--- src/design/core_pkg.sv ---
package core_pkg;

    localparam int xlen = 32;

    typedef logic [xlen-1:0] word_t;
    typedef logic [xlen-1:0] addr_t;
    typedef logic [31:0]     inst_t;
    typedef logic [4:0]      reg_idx_t;

    localparam addr_t reset_pc = '0;
    // addi x0, x0, 0
    localparam inst_t inst_nop = 32'h0000_0013;

    localparam int mul_cycles = 32;

    ////////////////////
    // major opcodes
    localparam logic [6:0] op_reg    = 7'b0110011;
    localparam logic [6:0] op_imm    = 7'b0010011;
    localparam logic [6:0] op_lui    = 7'b0110111;
    localparam logic [6:0] op_branch = 7'b1100011;
    localparam logic [6:0] op_jal    = 7'b1101111;

    typedef enum logic [2:0] {
        alu_add,
        alu_sub,
        alu_and,
        alu_or,
        alu_xor,
        alu_pass_b,
        alu_mul
    } alu_op_t;

    typedef enum logic [1:0] {
        br_none,
        br_eq,
        br_ne,
        br_jal
    } br_kind_t;

endpackage

--- src/design/core_top.sv ---
`timescale 1ns/1ps

module core_top (
    input  logic               clk,
    input  logic               reset_i,
    output logic               fetch_req_o,
    output core_pkg::addr_t    fetch_addr_o,
    input  logic               fetch_ready_i,
    input  logic               fetch_resp_valid_i,
    input  core_pkg::inst_t    fetch_resp_inst_i,
    output logic               retire_valid_o,
    output core_pkg::addr_t    retire_pc_o,
    output core_pkg::reg_idx_t retire_rd_o,
    output core_pkg::word_t    retire_data_o
);
    import core_pkg::*;

    logic     id_valid;
    addr_t    id_pc;
    inst_t    id_inst;
    reg_idx_t rs1;
    reg_idx_t rs2;
    word_t    rs1_val;
    word_t    rs2_val;
    reg_idx_t rf_rs1;
    reg_idx_t rf_rs2;
    word_t    rf_rs1_data;
    word_t    rf_rs2_data;

    logic     ds_valid;
    addr_t    ds_pc;
    alu_op_t  ds_alu_op;
    br_kind_t ds_br_kind;
    reg_idx_t ds_rd;
    logic     ds_rf_wen;
    word_t    ds_op_a;
    word_t    ds_op_b;
    word_t    ds_rs2_val;
    word_t    ds_imm;

    logic     exe_stall;
    logic     redirect;
    addr_t    redirect_target;
    logic     exe_fwd_valid;
    reg_idx_t exe_fwd_rd;
    word_t    exe_fwd_data;
    logic     wb_valid;
    reg_idx_t wb_rd;
    word_t    wb_data;

    // writeback doubles as the retire report
    assign retire_valid_o = wb_valid;
    assign retire_rd_o    = wb_rd;
    assign retire_data_o  = wb_data;

    fetch_unit u_fetch (
        .clk                (clk),
        .reset_i            (reset_i),
        .fetch_req_o        (fetch_req_o),
        .fetch_addr_o       (fetch_addr_o),
        .fetch_ready_i      (fetch_ready_i),
        .fetch_resp_valid_i (fetch_resp_valid_i),
        .fetch_resp_inst_i  (fetch_resp_inst_i),
        .stall_i            (exe_stall),
        .redirect_i         (redirect),
        .redirect_target_i  (redirect_target),
        .id_valid_o         (id_valid),
        .id_pc_o            (id_pc),
        .id_inst_o          (id_inst)
    );

    inst_decoder u_decode (
        .clk          (clk),
        .reset_i      (reset_i),
        .id_valid_i   (id_valid),
        .id_pc_i      (id_pc),
        .id_inst_i    (id_inst),
        .stall_i      (exe_stall),
        .flush_i      (redirect),
        .rs1_o        (rs1),
        .rs2_o        (rs2),
        .rs1_val_i    (rs1_val),
        .rs2_val_i    (rs2_val),
        .ds_valid_o   (ds_valid),
        .ds_pc_o      (ds_pc),
        .ds_alu_op_o  (ds_alu_op),
        .ds_br_kind_o (ds_br_kind),
        .ds_rd_o      (ds_rd),
        .ds_rf_wen_o  (ds_rf_wen),
        .ds_op_a_o    (ds_op_a),
        .ds_op_b_o    (ds_op_b),
        .ds_rs2_val_o (ds_rs2_val),
        .ds_imm_o     (ds_imm)
    );

    operand_select u_opsel (
        .rs1_i           (rs1),
        .rs2_i           (rs2),
        .exe_fwd_valid_i (exe_fwd_valid),
        .exe_fwd_rd_i    (exe_fwd_rd),
        .exe_fwd_data_i  (exe_fwd_data),
        .wb_valid_i      (wb_valid),
        .wb_rd_i         (wb_rd),
        .wb_data_i       (wb_data),
        .rf_rs1_o        (rf_rs1),
        .rf_rs2_o        (rf_rs2),
        .rf_rs1_data_i   (rf_rs1_data),
        .rf_rs2_data_i   (rf_rs2_data),
        .rs1_val_o       (rs1_val),
        .rs2_val_o       (rs2_val)
    );

    exec_unit u_exec (
        .clk               (clk),
        .reset_i           (reset_i),
        .ds_valid_i        (ds_valid),
        .ds_pc_i           (ds_pc),
        .ds_alu_op_i       (ds_alu_op),
        .ds_br_kind_i      (ds_br_kind),
        .ds_rd_i           (ds_rd),
        .ds_rf_wen_i       (ds_rf_wen),
        .ds_op_a_i         (ds_op_a),
        .ds_op_b_i         (ds_op_b),
        .ds_rs2_val_i      (ds_rs2_val),
        .ds_imm_i          (ds_imm),
        .exe_stall_o       (exe_stall),
        .redirect_o        (redirect),
        .redirect_target_o (redirect_target),
        .exe_fwd_valid_o   (exe_fwd_valid),
        .exe_fwd_rd_o      (exe_fwd_rd),
        .exe_fwd_data_o    (exe_fwd_data),
        .wb_valid_o        (wb_valid),
        .wb_rd_o           (wb_rd),
        .wb_data_o         (wb_data),
        .retire_pc_o       (retire_pc_o)
    );

    reg_file u_rf (
        .clk       (clk),
        .reset_i   (reset_i),
        .wen_i     (wb_valid),
        .wr_rd_i   (wb_rd),
        .wr_data_i (wb_data),
        .rd_a_i    (rf_rs1),
        .rd_b_i    (rf_rs2),
        .data_a_o  (rf_rs1_data),
        .data_b_o  (rf_rs2_data)
    );

endmodule

--- src/design/exec_unit.sv ---
`timescale 1ns/1ps

module exec_unit (
    input  logic               clk,
    input  logic               reset_i,
    input  logic               ds_valid_i,
    input  core_pkg::addr_t    ds_pc_i,
    input  core_pkg::alu_op_t  ds_alu_op_i,
    input  core_pkg::br_kind_t ds_br_kind_i,
    input  core_pkg::reg_idx_t ds_rd_i,
    input  logic               ds_rf_wen_i,
    input  core_pkg::word_t    ds_op_a_i,
    input  core_pkg::word_t    ds_op_b_i,
    input  core_pkg::word_t    ds_rs2_val_i,
    input  core_pkg::word_t    ds_imm_i,
    output logic               exe_stall_o,
    output logic               redirect_o,
    output core_pkg::addr_t    redirect_target_o,
    output logic               exe_fwd_valid_o,
    output core_pkg::reg_idx_t exe_fwd_rd_o,
    output core_pkg::word_t    exe_fwd_data_o,
    output logic               wb_valid_o,
    output core_pkg::reg_idx_t wb_rd_o,
    output core_pkg::word_t    wb_data_o,
    output core_pkg::addr_t    retire_pc_o
);
    import core_pkg::*;

    logic  is_mul;
    logic  mul_busy;
    logic  mul_done;
    logic  taken;
    word_t mul_product;
    word_t alu_out;
    word_t result;

    assign is_mul      = ds_valid_i && ds_alu_op_i == alu_mul;
    // hold everything upstream until the product is out
    assign exe_stall_o = is_mul && !mul_done;

    seq_multiplier u_mul (
        .clk       (clk),
        .reset_i   (reset_i),
        .start_i   (is_mul && !mul_busy && !mul_done),
        .a_i       (ds_op_a_i),
        .b_i       (ds_op_b_i),
        .busy_o    (mul_busy),
        .done_o    (mul_done),
        .product_o (mul_product)
    );

    always_comb begin
        case (ds_alu_op_i)
            alu_sub:    alu_out = ds_op_a_i - ds_op_b_i;
            alu_and:    alu_out = ds_op_a_i & ds_op_b_i;
            alu_or:     alu_out = ds_op_a_i | ds_op_b_i;
            alu_xor:    alu_out = ds_op_a_i ^ ds_op_b_i;
            alu_pass_b: alu_out = ds_op_b_i;
            alu_mul:    alu_out = mul_product;
            default:    alu_out = ds_op_a_i + ds_op_b_i;
        endcase
    end

    ////////////////////
    // branch resolution
    always_comb begin
        case (ds_br_kind_i)
            br_eq:   taken = (ds_op_a_i == ds_rs2_val_i);
            br_ne:   taken = (ds_op_a_i != ds_rs2_val_i);
            br_jal:  taken = 1'b1;
            default: taken = 1'b0;
        endcase
    end

    assign redirect_o        = ds_valid_i && taken;
    assign redirect_target_o = ds_pc_i + ds_imm_i;
    // jal links pc + 4
    assign result = (ds_br_kind_i == br_jal) ? ds_pc_i + 32'd4 : alu_out;

    assign exe_fwd_valid_o = ds_valid_i && ds_rf_wen_i && !exe_stall_o;
    assign exe_fwd_rd_o    = ds_rd_i;
    assign exe_fwd_data_o  = result;

    ////////////////////
    // writeback register
    always_ff @(posedge clk) begin
        if (reset_i) begin
            wb_valid_o <= 1'b0;
        end else begin
            wb_valid_o <= ds_valid_i && !exe_stall_o;
        end
    end

    always_ff @(posedge clk) begin
        wb_rd_o     <= ds_rd_i;
        wb_data_o   <= (ds_rd_i == 5'd0) ? '0 : result;
        retire_pc_o <= ds_pc_i;
    end

endmodule

--- src/design/fetch_unit.sv ---
`timescale 1ns/1ps

module fetch_unit (
    input  logic            clk,
    input  logic            reset_i,
    output logic            fetch_req_o,
    output core_pkg::addr_t fetch_addr_o,
    input  logic            fetch_ready_i,
    input  logic            fetch_resp_valid_i,
    input  core_pkg::inst_t fetch_resp_inst_i,
    input  logic            stall_i,
    input  logic            redirect_i,
    input  core_pkg::addr_t redirect_target_i,
    output logic            id_valid_o,
    output core_pkg::addr_t id_pc_o,
    output core_pkg::inst_t id_inst_o
);
    import core_pkg::*;

    logic  req_q;
    logic  outstanding;
    logic  discard;
    logic  can_issue;
    addr_t fetch_pc;
    addr_t issue_pc;
    addr_t req_addr;

    // only one in flight, and id must be free or draining
    assign can_issue = !req_q && !outstanding && (!id_valid_o || !stall_i);
    assign issue_pc  = redirect_i ? redirect_target_i : fetch_pc;

    assign fetch_req_o  = req_q;
    assign fetch_addr_o = req_addr;

    always_ff @(posedge clk) begin
        if (reset_i) begin
            req_q       <= 1'b0;
            outstanding <= 1'b0;
            discard     <= 1'b0;
            fetch_pc    <= reset_pc;
        end else begin
            if (can_issue) begin
                req_q    <= 1'b1;
                fetch_pc <= issue_pc + 32'd4;
            end else if (redirect_i) begin
                fetch_pc <= redirect_target_i;
            end
            if (req_q && fetch_ready_i) begin
                req_q       <= 1'b0;
                outstanding <= 1'b1;
            end
            if (fetch_resp_valid_i) begin
                outstanding <= 1'b0;
            end
            // wrong-path request still to come back
            if (redirect_i && (req_q || (outstanding && !fetch_resp_valid_i))) begin
                discard <= 1'b1;
            end else if (fetch_resp_valid_i) begin
                discard <= 1'b0;
            end
        end
    end

    always_ff @(posedge clk) begin
        if (can_issue) begin
            req_addr <= issue_pc;
        end
    end

    ////////////////////
    // decode input register
    always_ff @(posedge clk) begin
        if (reset_i) begin
            id_valid_o <= 1'b0;
        end else if (redirect_i) begin
            id_valid_o <= 1'b0;
        end else if (fetch_resp_valid_i && !discard) begin
            id_valid_o <= 1'b1;
        end else if (!stall_i) begin
            id_valid_o <= 1'b0;
        end
    end

    always_ff @(posedge clk) begin
        if (fetch_resp_valid_i && !discard) begin
            id_pc_o   <= req_addr;
            id_inst_o <= fetch_resp_inst_i;
        end
    end

endmodule

--- src/design/inst_decoder.sv ---
`timescale 1ns/1ps

module inst_decoder (
    input  logic               clk,
    input  logic               reset_i,
    input  logic               id_valid_i,
    input  core_pkg::addr_t    id_pc_i,
    input  core_pkg::inst_t    id_inst_i,
    input  logic               stall_i,
    input  logic               flush_i,
    output core_pkg::reg_idx_t rs1_o,
    output core_pkg::reg_idx_t rs2_o,
    input  core_pkg::word_t    rs1_val_i,
    input  core_pkg::word_t    rs2_val_i,
    output logic               ds_valid_o,
    output core_pkg::addr_t    ds_pc_o,
    output core_pkg::alu_op_t  ds_alu_op_o,
    output core_pkg::br_kind_t ds_br_kind_o,
    output core_pkg::reg_idx_t ds_rd_o,
    output logic               ds_rf_wen_o,
    output core_pkg::word_t    ds_op_a_o,
    output core_pkg::word_t    ds_op_b_o,
    output core_pkg::word_t    ds_rs2_val_o,
    output core_pkg::word_t    ds_imm_o
);
    import core_pkg::*;

    inst_t      inst;
    logic [6:0] opcode;
    logic [2:0] funct3;
    logic [6:0] funct7;
    alu_op_t    alu_op;
    br_kind_t   br_kind;
    logic       rf_wen;
    logic       use_imm;
    word_t      imm;

    // bubbles decode as a nop
    assign inst   = id_valid_i ? id_inst_i : inst_nop;
    assign opcode = inst[6:0];
    assign funct3 = inst[14:12];
    assign funct7 = inst[31:25];
    assign rs1_o  = inst[19:15];
    assign rs2_o  = inst[24:20];

    always_comb begin
        alu_op  = alu_add;
        br_kind = br_none;
        rf_wen  = 1'b0;
        use_imm = 1'b0;
        imm     = '0;
        case (opcode)
            op_reg: begin
                rf_wen = 1'b1;
                case ({funct7, funct3})
                    10'b0000000_000: alu_op = alu_add;
                    10'b0100000_000: alu_op = alu_sub;
                    10'b0000000_100: alu_op = alu_xor;
                    10'b0000000_110: alu_op = alu_or;
                    10'b0000000_111: alu_op = alu_and;
                    10'b0000001_000: alu_op = alu_mul;
                    default:         rf_wen = 1'b0;
                endcase
            end
            op_imm: begin
                // addi only
                rf_wen  = (funct3 == 3'b000);
                use_imm = 1'b1;
                imm     = {{20{inst[31]}}, inst[31:20]};
            end
            op_lui: begin
                alu_op  = alu_pass_b;
                rf_wen  = 1'b1;
                use_imm = 1'b1;
                imm     = {inst[31:12], 12'b0};
            end
            op_branch: begin
                imm = {{19{inst[31]}}, inst[31], inst[7], inst[30:25], inst[11:8], 1'b0};
                if (funct3 == 3'b000) begin
                    br_kind = br_eq;
                end else if (funct3 == 3'b001) begin
                    br_kind = br_ne;
                end
            end
            op_jal: begin
                br_kind = br_jal;
                rf_wen  = 1'b1;
                imm     = {{11{inst[31]}}, inst[31], inst[19:12], inst[20], inst[30:21], 1'b0};
            end
            default: begin
                rf_wen = 1'b0;
            end
        endcase
    end

    ////////////////////
    // ds stage register
    always_ff @(posedge clk) begin
        if (reset_i) begin
            ds_valid_o <= 1'b0;
        end else if (flush_i) begin
            ds_valid_o <= 1'b0;
        end else if (!stall_i) begin
            ds_valid_o <= id_valid_i;
        end
    end

    always_ff @(posedge clk) begin
        if (!stall_i) begin
            ds_pc_o      <= id_pc_i;
            ds_alu_op_o  <= alu_op;
            ds_br_kind_o <= br_kind;
            ds_rd_o      <= rf_wen ? inst[11:7] : 5'd0;
            ds_rf_wen_o  <= rf_wen;
            ds_op_a_o    <= rs1_val_i;
            ds_op_b_o    <= use_imm ? imm : rs2_val_i;
            ds_rs2_val_o <= rs2_val_i;
            ds_imm_o     <= imm;
        end
    end

endmodule

--- src/design/operand_select.sv ---
`timescale 1ns/1ps

module operand_select (
    input  core_pkg::reg_idx_t rs1_i,
    input  core_pkg::reg_idx_t rs2_i,
    input  logic               exe_fwd_valid_i,
    input  core_pkg::reg_idx_t exe_fwd_rd_i,
    input  core_pkg::word_t    exe_fwd_data_i,
    input  logic               wb_valid_i,
    input  core_pkg::reg_idx_t wb_rd_i,
    input  core_pkg::word_t    wb_data_i,
    output core_pkg::reg_idx_t rf_rs1_o,
    output core_pkg::reg_idx_t rf_rs2_o,
    input  core_pkg::word_t    rf_rs1_data_i,
    input  core_pkg::word_t    rf_rs2_data_i,
    output core_pkg::word_t    rs1_val_o,
    output core_pkg::word_t    rs2_val_o
);

    logic a_from_exe;
    logic a_from_wb;
    logic b_from_exe;
    logic b_from_wb;

    assign rf_rs1_o = rs1_i;
    assign rf_rs2_o = rs2_i;

    // x0 never matches a producer
    assign a_from_exe = exe_fwd_valid_i && rs1_i != 5'd0 && exe_fwd_rd_i == rs1_i;
    assign a_from_wb  = wb_valid_i && rs1_i != 5'd0 && wb_rd_i == rs1_i;
    assign b_from_exe = exe_fwd_valid_i && rs2_i != 5'd0 && exe_fwd_rd_i == rs2_i;
    assign b_from_wb  = wb_valid_i && rs2_i != 5'd0 && wb_rd_i == rs2_i;

    // youngest producer first
    assign rs1_val_o = a_from_exe ? exe_fwd_data_i : a_from_wb ? wb_data_i : rf_rs1_data_i;
    assign rs2_val_o = b_from_exe ? exe_fwd_data_i : b_from_wb ? wb_data_i : rf_rs2_data_i;

endmodule

--- src/design/reg_file.sv ---
`timescale 1ns/1ps

module reg_file (
    input  logic               clk,
    input  logic               reset_i,
    input  logic               wen_i,
    input  core_pkg::reg_idx_t wr_rd_i,
    input  core_pkg::word_t    wr_data_i,
    input  core_pkg::reg_idx_t rd_a_i,
    input  core_pkg::reg_idx_t rd_b_i,
    output core_pkg::word_t    data_a_o,
    output core_pkg::word_t    data_b_o
);
    import core_pkg::*;

    // x0 has no storage
    word_t regs [1:31];

    always_ff @(posedge clk) begin
        if (reset_i) begin
            for (int i = 1; i < 32; i++) begin
                regs[i] <= '0;
            end
        end else if (wen_i && wr_rd_i != 5'd0) begin
            regs[wr_rd_i] <= wr_data_i;
        end
    end

    assign data_a_o = (rd_a_i == 5'd0) ? '0 : regs[rd_a_i];
    assign data_b_o = (rd_b_i == 5'd0) ? '0 : regs[rd_b_i];

endmodule

--- src/design/seq_multiplier.sv ---
`timescale 1ns/1ps

module seq_multiplier (
    input  logic            clk,
    input  logic            reset_i,
    input  logic            start_i,
    input  core_pkg::word_t a_i,
    input  core_pkg::word_t b_i,
    output logic            busy_o,
    output logic            done_o,
    output core_pkg::word_t product_o
);
    import core_pkg::*;

    typedef enum logic [1:0] {idle, busy, done} state_t;
    typedef logic [$clog2(mul_cycles)-1:0] count_t;

    state_t state;
    count_t count;
    word_t  mcand;
    word_t  mplier;
    word_t  acc;

    always_ff @(posedge clk) begin
        if (reset_i) begin
            state <= idle;
            count <= '0;
        end else begin
            case (state)
                idle: begin
                    if (start_i) begin
                        state <= busy;
                        count <= '0;
                    end
                end
                busy: begin
                    if (count == count_t'(mul_cycles - 1)) begin
                        state <= done;
                    end else begin
                        count <= count + 1'b1;
                    end
                end
                default: state <= idle;
            endcase
        end
    end

    // one multiplier bit per cycle
    always_ff @(posedge clk) begin
        if (state == idle && start_i) begin
            mcand  <= a_i;
            mplier <= b_i;
            acc    <= '0;
        end else if (state == busy) begin
            if (mplier[0]) begin
                acc <= acc + mcand;
            end
            mcand  <= mcand << 1;
            mplier <= mplier >> 1;
        end
    end

    assign busy_o    = (state == busy);
    assign done_o    = (state == done);
    assign product_o = acc;

endmodule

--- config.mk ---
export PLATFORM = sky130hd
export DESIGN_NAME = core_top
export DESIGN_NICKNAME = d
export VERILOG_FILES = /design/src/design/core_pkg.sv /design/src/design/core_top.sv /design/src/design/exec_unit.sv /design/src/design/fetch_unit.sv /design/src/design/inst_decoder.sv /design/src/design/operand_select.sv /design/src/design/reg_file.sv /design/src/design/seq_multiplier.sv
export SDC_FILE = /design/constraint.sdc
export NUM_CORES = 2
export LEC_CHECK = 0
export BUFFER_PORTS_ARGS = -buffer_cell sky130_fd_sc_hd__buf_2
export CAP_MARGIN = 10
export CORE_MARGIN = 1
export CORE_UTILIZATION = 30
export DETAILED_ROUTE_END_ITERATION = 8
export PLACE_DENSITY = 0.42
export RECOVER_POWER = 25
export SLEW_MARGIN = 20
export SYNTH_ARGS = -nofsm -noshare
export SYNTH_HDL_FRONTEND = slang
export SYNTH_SLANG_ARGS = --single-unit
--- constraint.sdc ---
create_clock -name clk -period 13.6 [get_ports clk]
set_input_delay 0.68 -clock clk [delete_from_list [all_inputs] [get_ports clk]]
set_output_delay 0.68 -clock clk [all_outputs]
set_load 0.005 [all_outputs]
# Yosys cells after proc, flatten, opt, wreduce, memory -nomap -nowiden
# Memory sizes are Yosys's and may differ from the RTL's.
# Index checks and enable logic that the tools add are counted.
[totals] in_bits=36 memories=1 out_inout_bits=103 ram_bits=992 word_cells=171 ff_bits=477
[mem_list] memory="u_rf.regs" words=31 width=32 rd=2 rd_ports_with_merged_regs=0 wr=31 line_no="reg_file.sv:17" source="word_t regs [1:31];"
[classes] n_bitwise=3 muxes=44 n_addsub=7 n_reduce_logical=56 eq_ne=33
[op_table] operator="$mux W32" n=16
[op_table] operator="$pmux W32 S6" n=1
[op_table] operator="$pmux W32 S4" n=1
[op_table] operator="$add A32 B32 Y32" n=3
[op_table] operator="$add A32 B3 Y32 const B" n=2
[op_table] operator="$and A32 B32 Y32" n=1
[op_table] operator="$eq A32 B32 Y1" n=1
[op_table] operator="$ne A32 B32 Y1" n=1
[op_table] operator="$or A32 B32 Y32" n=1
[op_table] operator="$reduce_or A32 Y1" n=1
[op_table] operator="$sub A32 B32 Y32" n=1
[op_table] operator="$xor A32 B32 Y32" n=1
[op_table] operator="$eq A10 B3 Y1 const B" n=3
[op_table] operator="$logic_and A1 B1 Y1" n=24
[op_table] operator="$eq A5 B5 Y1" n=4
[op_table] operator="$logic_not A5 Y1" n=3
[op_table] operator="$mux W5" n=3
[op_table] operator="$pmux W3 S5" n=1
[op_table] operator="$reduce_bool A5 Y1" n=3
[op_table] operator="$eq A7 B6 Y1 const B" n=2
[op_table] operator="$eq A7 B7 Y1 const B" n=2
[op_table] operator="$mux W1" n=12
[op_table] operator="$eq A10 B4 Y1 const B" n=1
[op_table] operator="$eq A10 B9 Y1 const B" n=1
[op_table] operator="24 further kinds" n=54

# Logic depth before layout (Yosys ltp)
[logic_depth] ltp_word=9 depth_mapped=20

# Cells and area by module
# A second synthesis with hierarchy kept.
[unflattened] hier_cells=6772 hier_area_um2=83367.5
[by_module_without_submodules] mod="reg_file" n_inst=1 seq_area_each_um2=30749.5 area_per_inst_um2=54626.1 cells_per_inst=3765
[by_module_without_submodules] mod="exec_unit" n_inst=1 seq_area_each_um2=1401.3 area_per_inst_um2=9253.9 cells_per_inst=1240
[by_module_without_submodules] mod="inst_decoder" n_inst=1 seq_area_each_um2=5154.9 area_per_inst_um2=6356.1 cells_per_inst=365
[by_module_without_submodules] mod="seq_multiplier" n_inst=1 seq_area_each_um2=2702.6 area_per_inst_um2=5819.3 cells_per_inst=658
[by_module_without_submodules] mod="fetch_unit" n_inst=1 seq_area_each_um2=3603.5 area_per_inst_um2=5149.9 cells_per_inst=367
[by_module_without_submodules] mod="operand_select" n_inst=1 seq_area_each_um2=0.0 area_per_inst_um2=2162.1 cells_per_inst=377

# Least setup slack after synthesis
# No wires, ideal clock.
[synth_timing] path_type="register to register" startpoint="register u_decode.ds_alu_op_o[1]" endpoint="register u_fetch.fetch_pc[25]" stages_incl_launch_ff=13 path_buffers=0 t_required_ns=13.484 t_arrival_ns=6.405 path_slack_ns=7.079 setup_ns=0.116 cell_sequence="edfxtp_1 nor2b_1 nand3_1 a21oi_1 inv_1 o21ai_1 clkinv_1 nand3_1 nor3_1 o22ai_1 nor2_2 nand4_1 and3b_1"
[synth_between] elab_chain_len=7
[synth_rtl] item="start: declaration" line_no="inst_decoder.sv:17" source="output core_pkg::alu_op_t ds_alu_op_o,"
[synth_rtl] item="start signal: assignment" line_no="inst_decoder.sv:111" source="ds_alu_op_o <= alu_op;"
[synth_rtl] item="$eq A3 B3 Y1" line_no="exec_unit.sv:37" source="assign is_mul = ds_valid_i && ds_alu_op_i == alu_mul;"
[synth_rtl] item="$logic_and A1 B1 Y1" line_no="exec_unit.sv:37"
[synth_rtl] item="$logic_and A1 B1 Y1" line_no="exec_unit.sv:39" source="assign exe_stall_o = is_mul && !mul_done;"
[synth_rtl] item="$logic_not A1 Y1" line_no="fetch_unit.sv:29" source="assign can_issue = !req_q && !outstanding && (!id_valid_o || !stall_i);"
[synth_rtl] item="$logic_or A1 B1 Y1" line_no="fetch_unit.sv:29"
[synth_rtl] item="$logic_and A1 B1 Y1" line_no="fetch_unit.sv:29"
[synth_rtl] item="net u_fetch.can_issue" line_no="fetch_unit.sv:23" source="logic can_issue;"
[synth_rtl] item="$mux W32" line_no="fetch_unit.sv:42" source="if (can_issue) begin"
[synth_rtl] item="end signal: assignment" line_no="fetch_unit.sv:40" source="fetch_pc <= reset_pc;"
[synth_rtl] item="end signal: assignment" line_no="fetch_unit.sv:44" source="fetch_pc <= issue_pc + 32'd4;"
[synth_rtl] item="end signal: assignment" line_no="fetch_unit.sv:46" source="fetch_pc <= redirect_target_i;"
[synth_rtl] item="end: declaration" line_no="fetch_unit.sv:24" source="addr_t fetch_pc;"
# The timed path passes the listed nets, and every way through them passes these cells.
# A chain may end at the register's enable or synchronous reset.

# Worst setup path in the final report
[layout_timing] startpoint="register u_fetch.id_valid_o" endpoint="register u_decode.ds_op_b_o[4], data pin"
[layout_between] elab_chain_len=7
[layout_rtl] item="start: declaration" line_no="fetch_unit.sv:14" source="output logic id_valid_o,"
[layout_rtl] item="start signal: assignment" line_no="fetch_unit.sv:74" source="id_valid_o <= 1'b0;"
[layout_rtl] item="start signal: assignment" line_no="fetch_unit.sv:76" source="id_valid_o <= 1'b0;"
[layout_rtl] item="start signal: assignment" line_no="fetch_unit.sv:78" source="id_valid_o <= 1'b1;"
[layout_rtl] item="$mux W32 *" line_no="inst_decoder.sv:39" source="assign inst = id_valid_i ? id_inst_i : inst_nop;"
[layout_rtl] item="parallel branches: the longest is 4 deep, another holds $mem_v2 Z31 W32"
[layout_rtl] item="$mux W32 *" line_no="operand_select.sv:36" source="assign rs2_val_o = b_from_exe ? exe_fwd_data_i : b_from_wb ? wb_data_i : rf_rs2_data_i;"
[layout_rtl] item="net rs2_val[4]" line_no="core_top.sv:24" source="word_t rs2_val;"
[layout_rtl] item="$mux W32 *" line_no="inst_decoder.sv:116" source="ds_op_b_o <= use_imm ? imm : rs2_val_i;"
[layout_rtl] item="end signal: assignment" line_no="inst_decoder.sv:116"
[layout_rtl] item="end: declaration" line_no="inst_decoder.sv:22" source="output core_pkg::word_t ds_op_b_o,"
# Mark *: on every way through the listed nets, which the timed path passes.

==> results.ini <==
[drt]
postRouteAntennaNets = 0
drc = 0
via_per_inst = 5.70
drtPass1Iterations = 8
wl_per_cell_um = 33.3
first_iter_violations = 6963
vias = 65005
wl_um = 379000

[cts]
clockBufferDepth = 4
root_buffer = clkbuf_16
postCtsSetupBuffers = 0
htree_levels = 4
cts_made_buffers = 189
cts_tree = yes
cts_sinks = 1501
clk_pin_slew_ns = 0.07
cts_resized = 0
clk_latency_ns = 0.88

[sta]
period_share_pct = 52.5
rsz0062_at_grt = false
setup_viol = 0
timing.final.ws_setup_ns = 6.46
slew_headroom_pct = -135
fmax_ghz = 0.140
hold_violations = 0
final_max_slew_viol_count = 1823
fin_crit_ns = 7.14
worstMarginPinSlew_ns = 3.53
final.setup_skew_ns = 0.0441
finalSetupTns_ns = 0

[yosys]
synth_seq_area_share_pct = 52.1
ys_types = 104
synth_cells = 7577
ys_warn_count = 0
synth_edf_count = 1355
ys_ff_latch = 1501
synth_ff_type = edfxtp_1
syn_area_um2 = 83700
syn-mean-instance-area_um2 = 11.0
async_reset_ff_share_pct = 0

[finish]
final_cell_mix = edfxtp_1, and2_1, mux2i_1
layout_commonest_cell = edfxtp_1
layout-drive-gt1-share_pct = 8.58
area_growth_syn_to_layout_pct = 13.2
fill_cells = 27542
largest_register_ffs = 1024
final_nets = 7726
top_register = u_rf.regs

[global_route]
grt_pass1_wl_um = 517000
grt_overflow = 0
grt_antenna_before_repair = 35
grt_pass1_vias = 62808
grt_usage_pct = 26.2
grt_max_degree = 88

[setup_path]
crit_required_ns = 14.32
crit_fanout = 75
path_class = reg2reg
crit_path_end_kind = flip-flop
cp-start-kind = flip-flop
cp.arrival_ns = 7.86

[floorplan]
die_x_um = 530
start_util_pct = 30.2
die_y_um = 530
dieArea_um2 = 281000
num_io_pins = 139
rows = 193
core_area_um2 = 277000

[power]
ir_worst_vdd_mv = 0.0972
p_leak_nw = 34.6
p_per_area_nw_per_um2 = 136

[placement]
dp_hpwl_um = 230000
pre_cts_ws_ns = 8.12
portBuffers = 138
gp_congestion = 0.901

[outcome]
status = complete, but fails checks
violations = max-capacitance violations, max-slew violations

[min_path]
hold_class = in2reg

[run]
cap_violations = 55

through the flow:
stage / power [mW] / area [um^2] / util, % / hold slack [ns] / std cells
global placement: 7.97 / 88800 / 32.1 / 0.400 / 11007
detailed placement: 7.97 / 88800 / 32.1 / 0.405 / 11008
floorplan: 6.82 / 83800 / - / 0.376 / 7608
global route: 13.3 / 94700 / 34.2 / 0.0821 / 11384
finish: 12.9 / 94700 / 34.2 / 0.106 / 11396
CTS: 13.0 / 95100 / 34.3 / 0.0428 / 11383
worst paths after layout:
kind | endpoint | slack, ns | cells past startpoint | from
worst max-delay path | u_decode.ds_op_b_o[4] | 6.46 | 13 | u_fetch.id_valid_o
worst min-delay path | u_fetch.fetch_req_o | 0.11 | 3 | fetch_ready_i
worst max register to register | u_decode.ds_op_b_o[4] | 6.46 | 13 | u_fetch.id_valid_o
worst min register to register | u_decode.ds_pc_o[18] | 0.41 | 0 | u_fetch.id_pc_o[18]
per-layer routing:
metal	up-vias	routed length (um)	share of wire [%]	track usage, %
met4	0	19100	5.0	11.6
li1	28264	-	-	-
met3	686	28100	7.4	4.68
met5	-	0	0	0
met2	2940	169000	44	41.2
met1	33115	163000	43	35.0
synthesized netlist by cell type (24+ instances only):
master,instances,area (um^2)
a311oi_1,52,455
xnor2_1,108,946
edfxtp_1,1355,40700
a31oi_1,35,219
mux2_2,28,315
nor3_1,135,676
and3_1,43,269
o21a_1,31,233
clkbuf_1,538,2020
xor2_1,77,674
or3_1,24,150
a211oi_1,167,1250
buf_1,40,150
buf_2,83,415
inv_1,116,435
nor2_1,619,2320
ha_1,162,2030
mux2i_1,781,7820
o311ai_0,64,561
a221oi_1,167,1460
o22ai_1,144,901
nor2b_1,33,206
a21oi_1,260,1300
a221o_1,124,1240
nand2_1,348,1310
dfxtp_1,146,2920
a2111oi_0,128,1120
and2_1,1017,6360
a21o_1,49,368
o21ai_0,208,1040
nand3_1,134,671
or2_2,39,244
report_power, final:
| part | total, mW | internal [mW] | leakage, nW | switching, mW |
|---|---|---|---|---|
| Clock | 5.00 | 2.84 | 2.91 | 2.16 |
| Combinational | 2.43 | 0.675 | 16.4 | 1.76 |
| Sequential | 5.48 | 5.27 | 15.3 | 0.210 |
final cells by class:
| type | instances | area (um^2) | area share, % |
|---|---|---|---|
| Sequential cell | 1501 | 43600 | 46.0 |
| Multi-Input combinational cell | 5320 | 37500 | 39.6 |
| Clock buffer | 248 | 5100 | 5.39 |
| Tap cell | 3705 | 4640 | 4.89 |
| Timing Repair Buffer | 394 | 2560 | 2.70 |
| Clock inverter | 96 | 855 | 0.902 |
| Inverter | 119 | 459 | 0.485 |
| Antenna cell | 13 | 32.5 | 0.0343 |
worst max-delay path, stage by stage, from the launching register on:
cell,delay [ns]
dfxtp_2,0.31
clkbuf_1,1.13
clkbuf_1,1.26
nand2_4,0.50
buf_12,0.45
xor2_1,0.22
nand2_1,0.15
nor4_4,0.06
buf_4,0.30
nor2_2,0.83
o21ai_0,0.67
a31oi_1,0.70
a22oi_1,0.16
nor2_1,0.19
what timing repair did:
action,CTS,global route
hold buffers,31,0
setup endpoints to repair,0,0
hold endpoints to repair,31,0
cell families (layout without fill, tap and decap cells):
logic type	after synthesis	after routing	synth area share (%)
AO/OA/AOI/OAI	1594	1594	13.9
XOR/XNOR	185	185	1.94
adder cells (fa/ha/maj)	165	165	2.49
buffers and inverters	787	857	3.69
flip-flops	1501	1501	52.1
multiplexers	825	825	10.1
other	1	45	0.00448
AND/OR/NAND/NOR	2519	2519	15.7
Power figures use the tool's default switching activity.
